===== src/scope_pkg.sv =====
// Shared constants and sample types for the six-channel ADC acquisition path; import with scope_pkg::*
package scope_pkg;

    // Number of ADC channels read in parallel on one SPI frame
    localparam int N_CHANNELS = 6;

    // Bits kept from each conversion result
    localparam int ADC_WIDTH = 14;

    // SCLK cycles per conversion frame
    // The two leading bits on MISO are zero and get discarded
    localparam int SPI_FRAME_BITS = 16;

    // Width of the channel tag carried next to each sample
    localparam int DEST_WIDTH = 3;

    // One ADC result
    typedef logic [ADC_WIDTH-1:0] sample_t;

    // Channel tag, 0 to N_CHANNELS-1
    typedef logic [DEST_WIDTH-1:0] dest_t;

endpackage


===== src/scope_sample_if.sv =====
// Valid/ready link carrying one tagged sample between the sequencer and the capture buffer
`timescale 1ns/1ps

interface scope_sample_if
    import scope_pkg::*;
();

    sample_t data;
    dest_t   dest;
    logic    valid;
    logic    ready;

    // A transfer happens on a rising edge with valid and ready both high
    // The source keeps data and dest steady from valid until that transfer
    modport source (
        output data,
        output dest,
        output valid,
        input  ready
    );

    modport sink (
        input  data,
        input  dest,
        input  valid,
        output ready
    );

endinterface


===== src/capture_buffer.sv =====
// Capture FIFO that records a window of tagged samples after a start pulse and streams them out
`timescale 1ns/1ps

module capture_buffer
    import scope_pkg::*;
#(
    parameter int PERIOD_WIDTH = 16,
    parameter int BUFFER_DEPTH = 64
) (
    input  logic                    clock,
    input  logic                    arst_n,
    scope_sample_if.sink            in,
    input  logic                    capture_start,
    input  logic [PERIOD_WIDTH-1:0] capture_len,
    output sample_t                 out_data,
    output dest_t                   out_dest,
    output logic                    out_valid,
    output logic                    out_last,
    input  logic                    out_ready,
    output logic                    done
);

    localparam int ADDR_W = $clog2(BUFFER_DEPTH);

    sample_t mem_data [BUFFER_DEPTH];
    dest_t   mem_dest [BUFFER_DEPTH];
    logic    mem_last [BUFFER_DEPTH];

    // Pointers carry one extra wrap bit to tell full from empty
    logic [ADDR_W:0]         wr_ptr;
    logic [ADDR_W:0]         rd_ptr;
    logic [PERIOD_WIDTH-1:0] win_count;
    logic                    armed;
    logic                    full;
    logic                    empty;
    logic                    wr_en;
    logic                    wr_last;
    logic                    rd_en;

    assign empty = (wr_ptr == rd_ptr);
    assign full  = (wr_ptr[ADDR_W] != rd_ptr[ADDR_W]) &&
                   (wr_ptr[ADDR_W-1:0] == rd_ptr[ADDR_W-1:0]);

    // Outside a window samples are swallowed, so ready stays high
    // Inside one a full FIFO pushes back on the sequencer
    assign in.ready = !armed || !full;
    assign wr_en    = armed && in.valid && !full;
    assign wr_last  = (win_count == capture_len - 1'b1);

    assign rd_en = out_valid && out_ready;

    always_ff @(posedge clock or negedge arst_n) begin
        if (!arst_n) begin
            wr_ptr    <= '0;
            rd_ptr    <= '0;
            win_count <= '0;
            armed     <= 1'b0;
        end else begin
            if (capture_start) begin
                armed     <= 1'b1;
                win_count <= '0;
            end else if (wr_en) begin
                // The write tagged last also closes the window
                if (wr_last) begin
                    armed <= 1'b0;
                end
                win_count <= win_count + 1'b1;
            end
            if (wr_en) begin
                wr_ptr <= wr_ptr + 1'b1;
            end
            if (rd_en) begin
                rd_ptr <= rd_ptr + 1'b1;
            end
        end
    end

    always_ff @(posedge clock) begin
        if (wr_en) begin
            mem_data[wr_ptr[ADDR_W-1:0]] <= in.data;
            mem_dest[wr_ptr[ADDR_W-1:0]] <= in.dest;
            mem_last[wr_ptr[ADDR_W-1:0]] <= wr_last;
        end
    end

    // Read side is first-word-fall-through, valid one cycle after the first write
    assign out_valid = !empty;
    assign out_data  = mem_data[rd_ptr[ADDR_W-1:0]];
    assign out_dest  = mem_dest[rd_ptr[ADDR_W-1:0]];

    // Entries that were never written hold no meaningful last bit
    assign out_last = out_valid && mem_last[rd_ptr[ADDR_W-1:0]];
    assign done     = rd_en && out_last;

endmodule


===== src/channel_sequencer.sv =====
// Turns each six-channel conversion into a stream of channel-tagged samples, channel 0 first
`timescale 1ns/1ps

module channel_sequencer
    import scope_pkg::*;
(
    input  logic                     clock,
    input  logic                     arst_n,
    input  sample_t [N_CHANNELS-1:0] samples,
    input  logic                     samples_valid,
    scope_sample_if.source           out,
    output logic                     overrun
);

    localparam dest_t LAST_CH = dest_t'(N_CHANNELS - 1);

    sample_t [N_CHANNELS-1:0] snapshot;
    dest_t                    ch_idx;
    logic                     handshake;
    logic                     busy;
    logic                     accept;

    assign handshake = out.valid && out.ready;

    // Still busy unless the last channel leaves in this very cycle
    assign busy   = out.valid && !(handshake && (ch_idx == LAST_CH));
    assign accept = samples_valid && !busy;

    always_ff @(posedge clock or negedge arst_n) begin
        if (!arst_n) begin
            out.valid <= 1'b0;
            ch_idx    <= '0;
            overrun   <= 1'b0;
        end else begin
            if (accept) begin
                out.valid <= 1'b1;
                ch_idx    <= '0;
            end else if (handshake) begin
                if (ch_idx == LAST_CH) begin
                    out.valid <= 1'b0;
                end else begin
                    ch_idx <= ch_idx + 1'b1;
                end
            end
            // A conversion that finds channels pending is dropped whole
            // Sticky until reset
            if (samples_valid && busy) begin
                overrun <= 1'b1;
            end
        end
    end

    always_ff @(posedge clock) begin
        if (accept) begin
            snapshot <= samples;
        end
    end

    // Snapshot and index only change on accept or handshake, so data holds while waiting
    assign out.data = snapshot[ch_idx];
    assign out.dest = ch_idx;

endmodule


===== src/sample_period_counter.sv =====
// Sample-period timer that issues a one-cycle conversion tick every period clocks while enabled
`timescale 1ns/1ps

module sample_period_counter #(
    parameter int PERIOD_WIDTH = 16
) (
    input  logic                    clock,
    input  logic                    arst_n,
    input  logic                    enable,
    input  logic [PERIOD_WIDTH-1:0] period,
    output logic                    tick
);

    logic [PERIOD_WIDTH-1:0] count;
    logic                    wrap;

    // Last count of the period, the next value is zero again
    assign wrap = (count == period - 1'b1);

    always_ff @(posedge clock or negedge arst_n) begin
        if (!arst_n) begin
            count <= '0;
            tick  <= 1'b0;
        end else if (!enable) begin
            // Holding at zero ties the sampling phase to the rising edge of enable
            count <= '0;
            tick  <= 1'b0;
        end else begin
            // Registered, so the first tick shows up one cycle after enable rises
            tick <= (count == '0);
            if (wrap) begin
                count <= '0;
            end else begin
                count <= count + 1'b1;
            end
        end
    end

endmodule


===== src/scope_top.sv =====
// Top level of the six-channel acquisition block: period timer, SPI reader, sequencer and capture FIFO
`timescale 1ns/1ps

module scope_top
    import scope_pkg::*;
#(
    parameter int PERIOD_WIDTH = 16,
    parameter int BUFFER_DEPTH = 64
) (
    input  logic                    clock,
    input  logic                    arst_n,
    input  logic                    enable,
    input  logic [PERIOD_WIDTH-1:0] period,
    input  logic                    capture_start,
    input  logic [PERIOD_WIDTH-1:0] capture_len,
    input  logic [N_CHANNELS-1:0]   miso,
    output logic                    ss,
    output logic                    sclk,
    output sample_t                 out_data,
    output dest_t                   out_dest,
    output logic                    out_valid,
    input  logic                    out_ready,
    output logic                    out_last,
    output logic                    done,
    output logic                    overrun
);

    logic                     tick;
    sample_t [N_CHANNELS-1:0] samples;
    logic                     samples_valid;

    scope_sample_if seq_if ();

    sample_period_counter #(
        .PERIOD_WIDTH(PERIOD_WIDTH)
    ) u_period (
        .clock (clock),
        .arst_n(arst_n),
        .enable(enable),
        .period(period),
        .tick  (tick)
    );

    spi_adc_reader u_reader (
        .clock        (clock),
        .arst_n       (arst_n),
        .tick         (tick),
        .miso         (miso),
        .ss           (ss),
        .sclk         (sclk),
        .samples      (samples),
        .samples_valid(samples_valid)
    );

    channel_sequencer u_sequencer (
        .clock        (clock),
        .arst_n       (arst_n),
        .samples      (samples),
        .samples_valid(samples_valid),
        .out          (seq_if.source),
        .overrun      (overrun)
    );

    capture_buffer #(
        .PERIOD_WIDTH(PERIOD_WIDTH),
        .BUFFER_DEPTH(BUFFER_DEPTH)
    ) u_capture (
        .clock        (clock),
        .arst_n       (arst_n),
        .in           (seq_if.sink),
        .capture_start(capture_start),
        .capture_len  (capture_len),
        .out_data     (out_data),
        .out_dest     (out_dest),
        .out_valid    (out_valid),
        .out_last     (out_last),
        .out_ready    (out_ready),
        .done         (done)
    );

endmodule


===== src/spi_adc_reader.sv =====
// SPI master that reads one conversion from six ADCs sharing ss and sclk, one MISO line each
`timescale 1ns/1ps

module spi_adc_reader
    import scope_pkg::*;
(
    input  logic                     clock,
    input  logic                     arst_n,
    input  logic                     tick,
    input  logic [N_CHANNELS-1:0]    miso,
    output logic                     ss,
    output logic                     sclk,
    output sample_t [N_CHANNELS-1:0] samples,
    output logic                     samples_valid
);

    localparam int CNT_W = $clog2(SPI_FRAME_BITS);

    localparam logic [1:0] ST_IDLE  = 2'd0;
    localparam logic [1:0] ST_FRAME = 2'd1;
    localparam logic [1:0] ST_DONE  = 2'd2;

    logic [1:0]                state;
    logic [CNT_W-1:0]          bit_cnt;
    logic                      shift_en;
    logic [SPI_FRAME_BITS-1:0] shift_reg [N_CHANNELS];

    // MISO is taken on the same edge that drives sclk high
    // The ADC only moves MISO after sclk falls, so it has been stable for a full clock
    assign shift_en = (state == ST_FRAME) && !sclk;

    always_ff @(posedge clock or negedge arst_n) begin
        if (!arst_n) begin
            state         <= ST_IDLE;
            ss            <= 1'b1;
            sclk          <= 1'b0;
            bit_cnt       <= '0;
            samples_valid <= 1'b0;
        end else begin
            samples_valid <= 1'b0;
            case (state)
                ST_IDLE: begin
                    // Ticks are only looked at here, so a tick during a frame is lost
                    if (tick) begin
                        state   <= ST_FRAME;
                        ss      <= 1'b0;
                        sclk    <= 1'b0;
                        bit_cnt <= '0;
                    end
                end
                ST_FRAME: begin
                    // Each sclk pulse is one clock low followed by one clock high
                    sclk <= !sclk;
                    if (sclk) begin
                        bit_cnt <= bit_cnt + 1'b1;
                        if (bit_cnt == CNT_W'(SPI_FRAME_BITS - 1)) begin
                            state <= ST_DONE;
                        end
                    end
                end
                ST_DONE: begin
                    // 34 cycles after the tick: ss released and results presented
                    ss            <= 1'b1;
                    samples_valid <= 1'b1;
                    state         <= ST_IDLE;
                end
                default: begin
                    state <= ST_IDLE;
                    ss    <= 1'b1;
                    sclk  <= 1'b0;
                end
            endcase
        end
    end

    always_ff @(posedge clock) begin
        if (shift_en) begin
            for (int ch = 0; ch < N_CHANNELS; ch++) begin
                shift_reg[ch] <= {shift_reg[ch][SPI_FRAME_BITS-2:0], miso[ch]};
            end
        end
        if (state == ST_DONE) begin
            // The two zero lead bits fall off the top here
            for (int ch = 0; ch < N_CHANNELS; ch++) begin
                samples[ch] <= shift_reg[ch][ADC_WIDTH-1:0];
            end
        end
    end

endmodule


===== config.mk =====
export PLATFORM = sky130hd
export DESIGN_NAME = scope_top
export DESIGN_NICKNAME = d
export VERILOG_FILES = /design/src/scope_pkg.sv /design/src/scope_sample_if.sv /design/src/capture_buffer.sv /design/src/channel_sequencer.sv /design/src/sample_period_counter.sv /design/src/scope_top.sv /design/src/spi_adc_reader.sv
export SDC_FILE = /design/constraint.sdc
export NUM_CORES = 2
export LEC_CHECK = 0
export ABC_CLOCK_PERIOD_IN_PS = 7450
export BUFFER_PORTS_ARGS = -buffer_cell sky130_fd_sc_hd__buf_2
export CORE_MARGIN = 2
export CORE_UTILIZATION = 65
export CTS_CLUSTER_DIAMETER = 80
export DETAILED_ROUTE_END_ITERATION = 7
export PLACE_DENSITY = 0.82
export SETUP_SLACK_MARGIN = 0.05
export SLEW_MARGIN = 0
export SYNTH_ARGS = -nofsm -noshare
export SYNTH_HDL_FRONTEND = slang
export SYNTH_HIERARCHICAL = 1
export SYNTH_SLANG_ARGS = --single-unit

===== constraint.sdc =====
create_clock -name clock -period 7.45 [get_ports clock]
set_clock_uncertainty 0.15 [all_clocks]
set_input_delay 0.745 -clock clock [delete_from_list [all_inputs] [get_ports clock]]
set_output_delay 0.745 -clock clock [all_outputs]
set_load 0.005 [all_outputs]

**Yosys cells after proc, flatten, opt, wreduce, memory -nomap -nowiden**

Memories as Yosys holds them, arrays and structs flattened.
Index checks and enable logic that the tools add are counted.

- Word-level logic and storage cells: 118
- Bits in writable memories: 1248
- Output and inout port bits: 23
- Memories: 4
- Register bits: 230

Memories:

| memory | words | width | rd ports | clocked after Yosys merged registers in | wr ports | line | RTL |
|---|---|---|---|---|---|---|---|
| u_capture.mem_data | 64 | 14 | 1 | 0 | 1 | capture_buffer.sv:25 | `sample_t mem_data [BUFFER_DEPTH];` |
| u_capture.mem_dest | 64 | 3 | 1 | 0 | 1 | capture_buffer.sv:26 | `dest_t mem_dest [BUFFER_DEPTH];` |
| u_reader.shift_reg | 6 | 16 | 6 | 0 | 6 | spi_adc_reader.sv:26 | `logic [SPI_FRAME_BITS-1:0] shift_reg [N_CHANNELS];` |
| u_capture.mem_last | 64 | 1 | 1 | 0 | 1 | capture_buffer.sv:27 | `logic mem_last [BUFFER_DEPTH];` |

- Reductions and logical operators: 33
- $lt $le $gt $ge: 1
- Muxes and demuxes: 31
- $add $sub $neg: 8
- Equality and inequality tests: 13
- Bitwise gates (word level): 2

Operator list:

| kind | count |
|---|---|
| 16-bit 2-to-1 mux | 4 |
| 14-bit binary-select mux with 3-bit select | 1 |
| 16-bit by 1-bit adder with 16-bit output (second input constant) | 2 |
| 16-bit equality test | 2 |
| 16-bit by 1-bit subtractor with 16-bit output (second input constant) | 2 |
| 16-bit zero test | 1 |
| 7-bit by 1-bit adder with 7-bit output (second input constant) | 2 |
| 14-bit 2-to-1 mux | 1 |
| 1-bit 2-to-1 mux | 13 |
| 1-bit logical AND | 12 |
| 2-bit AND reduction | 5 |
| 2-bit nonzero test | 5 |
| 3-bit 2-to-1 mux | 3 |
| 4-bit 2-to-1 mux | 2 |
| 4-bit case mux with 2 select lines | 1 |
| 7-bit equality test | 1 |
| 6-bit equality test | 1 |
| 1-bit zero test | 6 |
| 2-bit 2-to-1 mux | 3 |
| 3-bit AND reduction | 2 |
| 4-bit by 1-bit adder with 4-bit output (second input constant) | 1 |
| 4-bit equality test (second input constant) | 1 |
| 3-bit by 4-bit less-than comparator with 1-bit output (second input constant) | 1 |
| 2-bit by 1-bit != test with 1-bit output (second input constant) | 2 |
| other kinds (12) | 14 |

**Longest topological paths before layout**

- Depth after elaboration: 12
- Mapped depth: 10
- Gate-level depth less buffers: 8

**Hierarchy**

The synthesis kept the hierarchy.

Modules (own cells, without submodules):

| module | area each (um^2) | times used | cells an instance |
|---|---|---|---|
| capture_buffer | 46139.3 | 1 | 2033 |
| spi_adc_reader | 5489.0 | 1 | 207 |
| channel_sequencer | 3505.9 | 1 | 192 |
| sample_period_counter | 1515.2 | 1 | 182 |

**Worst setup path before layout**

No wires, ideal clock.

- Kind: in2reg
- Start: input port capture_len[0]
- End: memory u_capture.mem_last[0] (data pin)
- Path slack: 1760 ps
- Data arrival time: 4829 ps
- Stages on the path: 8
- Setup time: 712 ps
- Data required time: 6588 ps
- Cell sequence: inv_1 ha_1 or4b_1 clkbuf_1 or3_1 xnor2_1 o211ai_1 nor3b_1

- Word-level cells in the longest chain between the ends: 2

Ends and longest elaborated chain:

| item | line | RTL |
|---|---|---|
| start, declared | scope_top.sv:15 | `input logic [PERIOD_WIDTH-1:0] capture_len,` |
| 16-bit by 1-bit subtractor with 16-bit output | capture_buffer.sv:48 | `assign wr_last = (win_count == capture_len - 1'b1);` |
| 16-bit equality test | capture_buffer.sv:48 |  |
| via u_capture.wr_last | capture_buffer.sv:37 | `logic wr_last;` |
| end, declared | capture_buffer.sv:27 |  |

The timed path passes the listed nets, and every way through them passes these cells.

**Worst setup path after layout**

- Start: register u_capture.rd_ptr[0]
- End: output port out_data[1]

- Word-level cells in the longest chain between the ends: 1

Ends and longest elaborated chain:

| item | line | RTL |
|---|---|---|
| start, declared | capture_buffer.sv:31 | `logic [ADDR_W:0] rd_ptr;` |
| start signal, assigned | capture_buffer.sv:73 | `rd_ptr <= rd_ptr + 1'b1;` |
| memory 64 x 14 bit | n/a |  |
| end, declared | scope_top.sv:19 | `output sample_t out_data,` |

No other way between the ends.

==> results by stage <==
Detailed routing:
- The DRC violation count after routing is 0.
- The average wire per standard cell is 34.5 um.
- The number of routed nets with antenna violations is 0.
- In the routed layout, each cell is associated on average with a via count of 7.08.
- The first detailed-routing pass took 8 iterations.
- Detailed routing inserted a total of 28,400 vias.
- The violation count after the first detailed-routing iteration is 4,160.
- After detailed routing, the total wire length is 138,000 um.

Pwr:
- The share of power burned in combinational logic is 0.260.
- Internal power comes to 16.6 mW.
- For this design the static power due to leakage is 20.0 nW.
- The maximum ir drop on the vdd rail is 0.729 mV.
- The analysis attributes to net switching a power of 7.50 mW.
- The clock share of power is 0.286.
- The fraction of power consumed by sequential logic is 0.455.
- In this run the power density over the cells is 382 nW/um^2.
- Of the total power, the share spent switching nets is 0.311.

Placement:
- The placement-stage cell area is 58,500 um^2.
- The count of input and output buffers is 65.
- The placer's final routability congestion estimate is 0.889.
- The worst slack at placement is 2.70 ns.
- The HPWL reported at the end of detailed placement is 72,400 um.

Global routing:
- The via count of the first global-routing pass was 28,900.
- The largest net degree at the start of global routing is 149.
- The number of antenna violations at the first check in global routing is 3.
- The wire length of the first global-routing pass is 201,000 um.
- Global routing finished with a remaining overflow of 0.
- Across every metal layer, demand over resource in global routing totals 0.316.

Final layout:
- For this run, the share of the core covered by cells in the final layout is 0.728.
- After the last flow step, the layout net total stands at 2,798.
- Of the cells placed in the final design, the portion with a size suffix greater than 1 is 0.264.
- The area of all placed cells without fillers is 63,000 um^2.
- From synthesis to final layout, the design area changed by 11.2%.
- Leaving out fill and tap cells, the most frequent cell in the layout is edfxtp_1.
- The top cell types in the final layout, fill and taps aside, are edfxtp_1, mux4_2, clkbuf_16.
- The number of flip-flops under the largest register name is 896.

CTS:
- TritonCTS built the clock tree.
- The clock drives 1,466 sinks.
- The clock tree synthesis step divided the H-tree into 4 levels.
- The number of CTS-inserted buffers is 139.
- After clock tree synthesis, the clock-pin slew on the worst setup and hold paths is 0.06 ns.
- The post-cts gate resize count is 0.
- The maximum clock path buffer count is 3.
- For the worst-skew pair, the clock arrives at the later sink with an insertion delay of 0.76 ns.
- The tree is rooted in a clkbuf_16.

Worst setup path:
- The highest cell delay on the worst timing path is 0.90 ns.
- The source of the worst register-to-register timing path is u_capture/rd_ptr[3]$_DFFE_PN0P_.
- The required arrival time at the worst endpoint is 6.55 ns.
- The worst endpoint data arrival time is 4.86 ns.
- Of all nets on the critical path, the largest fanout is 37.
- The endpoint class of the critical path is a primary output.
- The cell family contributing the most delay on the critical path is multiplexers.
- The total buffers and inverters traversed by the critical path is 2.
- The cell count along the critical path is 6.
- The number of cells on the worst reg-to-reg path is 7.
- In this run the worst setup path begins at u_capture/rd_ptr[0]$_DFFE_PN0P_.
- On the critical path, the stage with the largest delay is an instance of dfrtp_4.
- The critical path goes through buf_4 -> mux4_2 -> mux4_2 -> a22oi_1 -> nand2_1 -> buf_2.
- The worst setup path is of the flop to primary output kind.
- The cell seen most often among critical-path stages is mux4_2.
- The worst setup path is launched from a flop.

Synth:
- The number of distinct library cells after synthesis is 74.
- The synthesized area divided by synthesized cell count is 21.7 um^2.
- The number of enable flip-flop cells after synthesis is 1,404.
- In this run, synthesis produced a sequential element count of 1,466.
- Summing every instance area after synthesis gives 56,600 um^2.
- The share of synthesized area occupied by flip-flops and latches is 0.772.
- Synthesis handed over a netlist of 2,614 instances.
- The primary flip-flop cell chosen by synthesis mapping is edfxtp_1.
- Counting flops with an async set or reset pin after synthesis yields a share of 0.0423.
- The total of warnings raised by yosys is 6.
- When the netlist entered floorplanning its net count stood at 2,667.

STA:
- Setup violations remaining at the end of the flow were counted as 0.
- The post-route clock period utilization is 0.773.
- The minimum period implied by the final worst setup slack is 5.76 ns.
- Setup repair after global routing left no endpoint under its margin.
- In the post-route analysis, the smallest setup slack over all paths is 1.69 ns.
- The slew of the pin with the lowest slew margin is 1.41 ns.
- The tightest slew margin relative to the limit is 0.0583.
- The hold violation total from the final report is 0.
- After routing, the total negative slack on setup checks comes to 0 ns.
- The maximum frequency from static timing analysis is 174 MHz.
- The worst slack on hold paths is 0.0429 ns.
- The max-slew violation count came to 0.

Floorplanning:
- The initial standard-cell utilization of the core is 0.654.
- The vertical extent of the die is 299 um.
- The placeable core region is 86,600 um^2.
- The site row count is 108.
- The full die area is 89,500 um^2.
- During I/O placement, the number of pins put on the boundary was 66.
- The width of the die is 299 um.

Hold path:
- The class of the most critical hold timing path is input pin to asynchronous set/reset pin.

Run status:
- The run finished with clean final reports.

Flow run:
- The max-cap check violation count is 0.
-- metal layers --
layer / GRT usage / wire, um / vias to the layer above
met5: 0 / 13 / -
met4: 0.131 / 6150 / 2
met1: 0.426 / 47600 / 14800
met3: 0.0552 / 14100 / 349
met2: 0.523 / 70300 / 2106
li1: - / - / 11100
-- synth_stat cells, types with 6 or more instances --
library cell  instances  share of area
a211oi_1              6        0.00080
buf_1                12        0.00080
nand3_1              23         0.0020
a22oi_1              17         0.0023
buf_2                51         0.0045
o211ai_1              6        0.00080
dfrtp_1              61          0.027
ha_1                 10         0.0022
inv_1                19         0.0013
and2_1                8        0.00088
and4_1                6        0.00093
xnor2_1              53         0.0082
mux2i_1              52         0.0092
a21oi_1              24         0.0021
a221o_1               9         0.0016
edfxtp_1           1404           0.74
buf_4                18         0.0024
clkbuf_1             34         0.0023
nand4_1              19         0.0021
o221ai_1             15         0.0023
nor3_1               17         0.0015
and3_1                6        0.00066
mux4_2              349           0.14
nand2b_1              7        0.00077
buf_6                15         0.0030
nor4_1               10         0.0011
nor2b_1               9        0.00099
nand2_1              61         0.0040
xor2_1               35         0.0054
nor2_1              148         0.0098
o22ai_1              10         0.0011
or3_1                23         0.0025
-- power by group through the flow --
stage / combinational [mW] / clock [mW] / sequential, mW
after floorplan: 3.91 / 0 / 10.9
after global placement: 5.79 / 0 / 11.1
after detailed placement: 6.01 / 0 / 11.1
after CTS: 6.16 / 6.95 / 10.9
after global routing: 6.45 / 7.21 / 11.0
final: 6.26 / 6.89 / 11.0
-- final cells by class --
cell class | instances | area (um^2)
sequential | 1466 | 43700
fill | 4488 | 23600
multi-input combinational | 998 | 12500
clock buffer | 175 | 3610
tap | 1155 | 1450
timing repair buffer | 121 | 811
clock inverter | 69 | 796
inverter | 19 | 73.8
antenna | 1 | 2.50
-- cell families after synthesis --
| logic type | synth area share |
|---|---|
| AO/OA/AOI/OAI | 0.0162 |
| XOR/XNOR | 0.0136 |
| adder cells (fa/ha/maj) | 0.00221 |
| buffers and inverters | 0.0143 |
| flip-flops | 0.772 |
| multiplexers | 0.149 |
| AND/OR/NAND/NOR | 0.0333 |
-- worst paths after layout --
path,to,slack [ns]
setup / recovery,out_data[1],1.69
hold / removal,u_reader/state[1]$_DFFE_PN0P_,0.04
setup reg to reg,u_capture/mem_data[25][3]$_DFFE_PP_,2.72
hold reg to reg,u_sequencer/snapshot[39]$_DFFE_PP_,0.27
max in group asynchronous,u_capture/rd_ptr[2]$_DFFE_PN0P_,6.43
min in group clock,u_period/count[13]$_DFF_PN0_,0.22
-- repair_timing --
action / 4_1_cts / 5_1_grt
endpoints found under the hold margin: 6 / 0
setup buffers: 0 / 0
hold buffers: 6 / 0
endpoints found under the setup margin: 0 / 0
-- through the flow --
stage | std cells | power, mW
6_report | 4004 | 24.1
5_1_grt | 4003 | 24.7
4_1_cts | 4003 | 24.1
3_5_place_dp | 3753 | 17.1
3_3_place_gp | 3753 | 16.8
2_1_floorplan | 2614 | 14.8
Note: power is estimated with default switching activity, not from simulation.
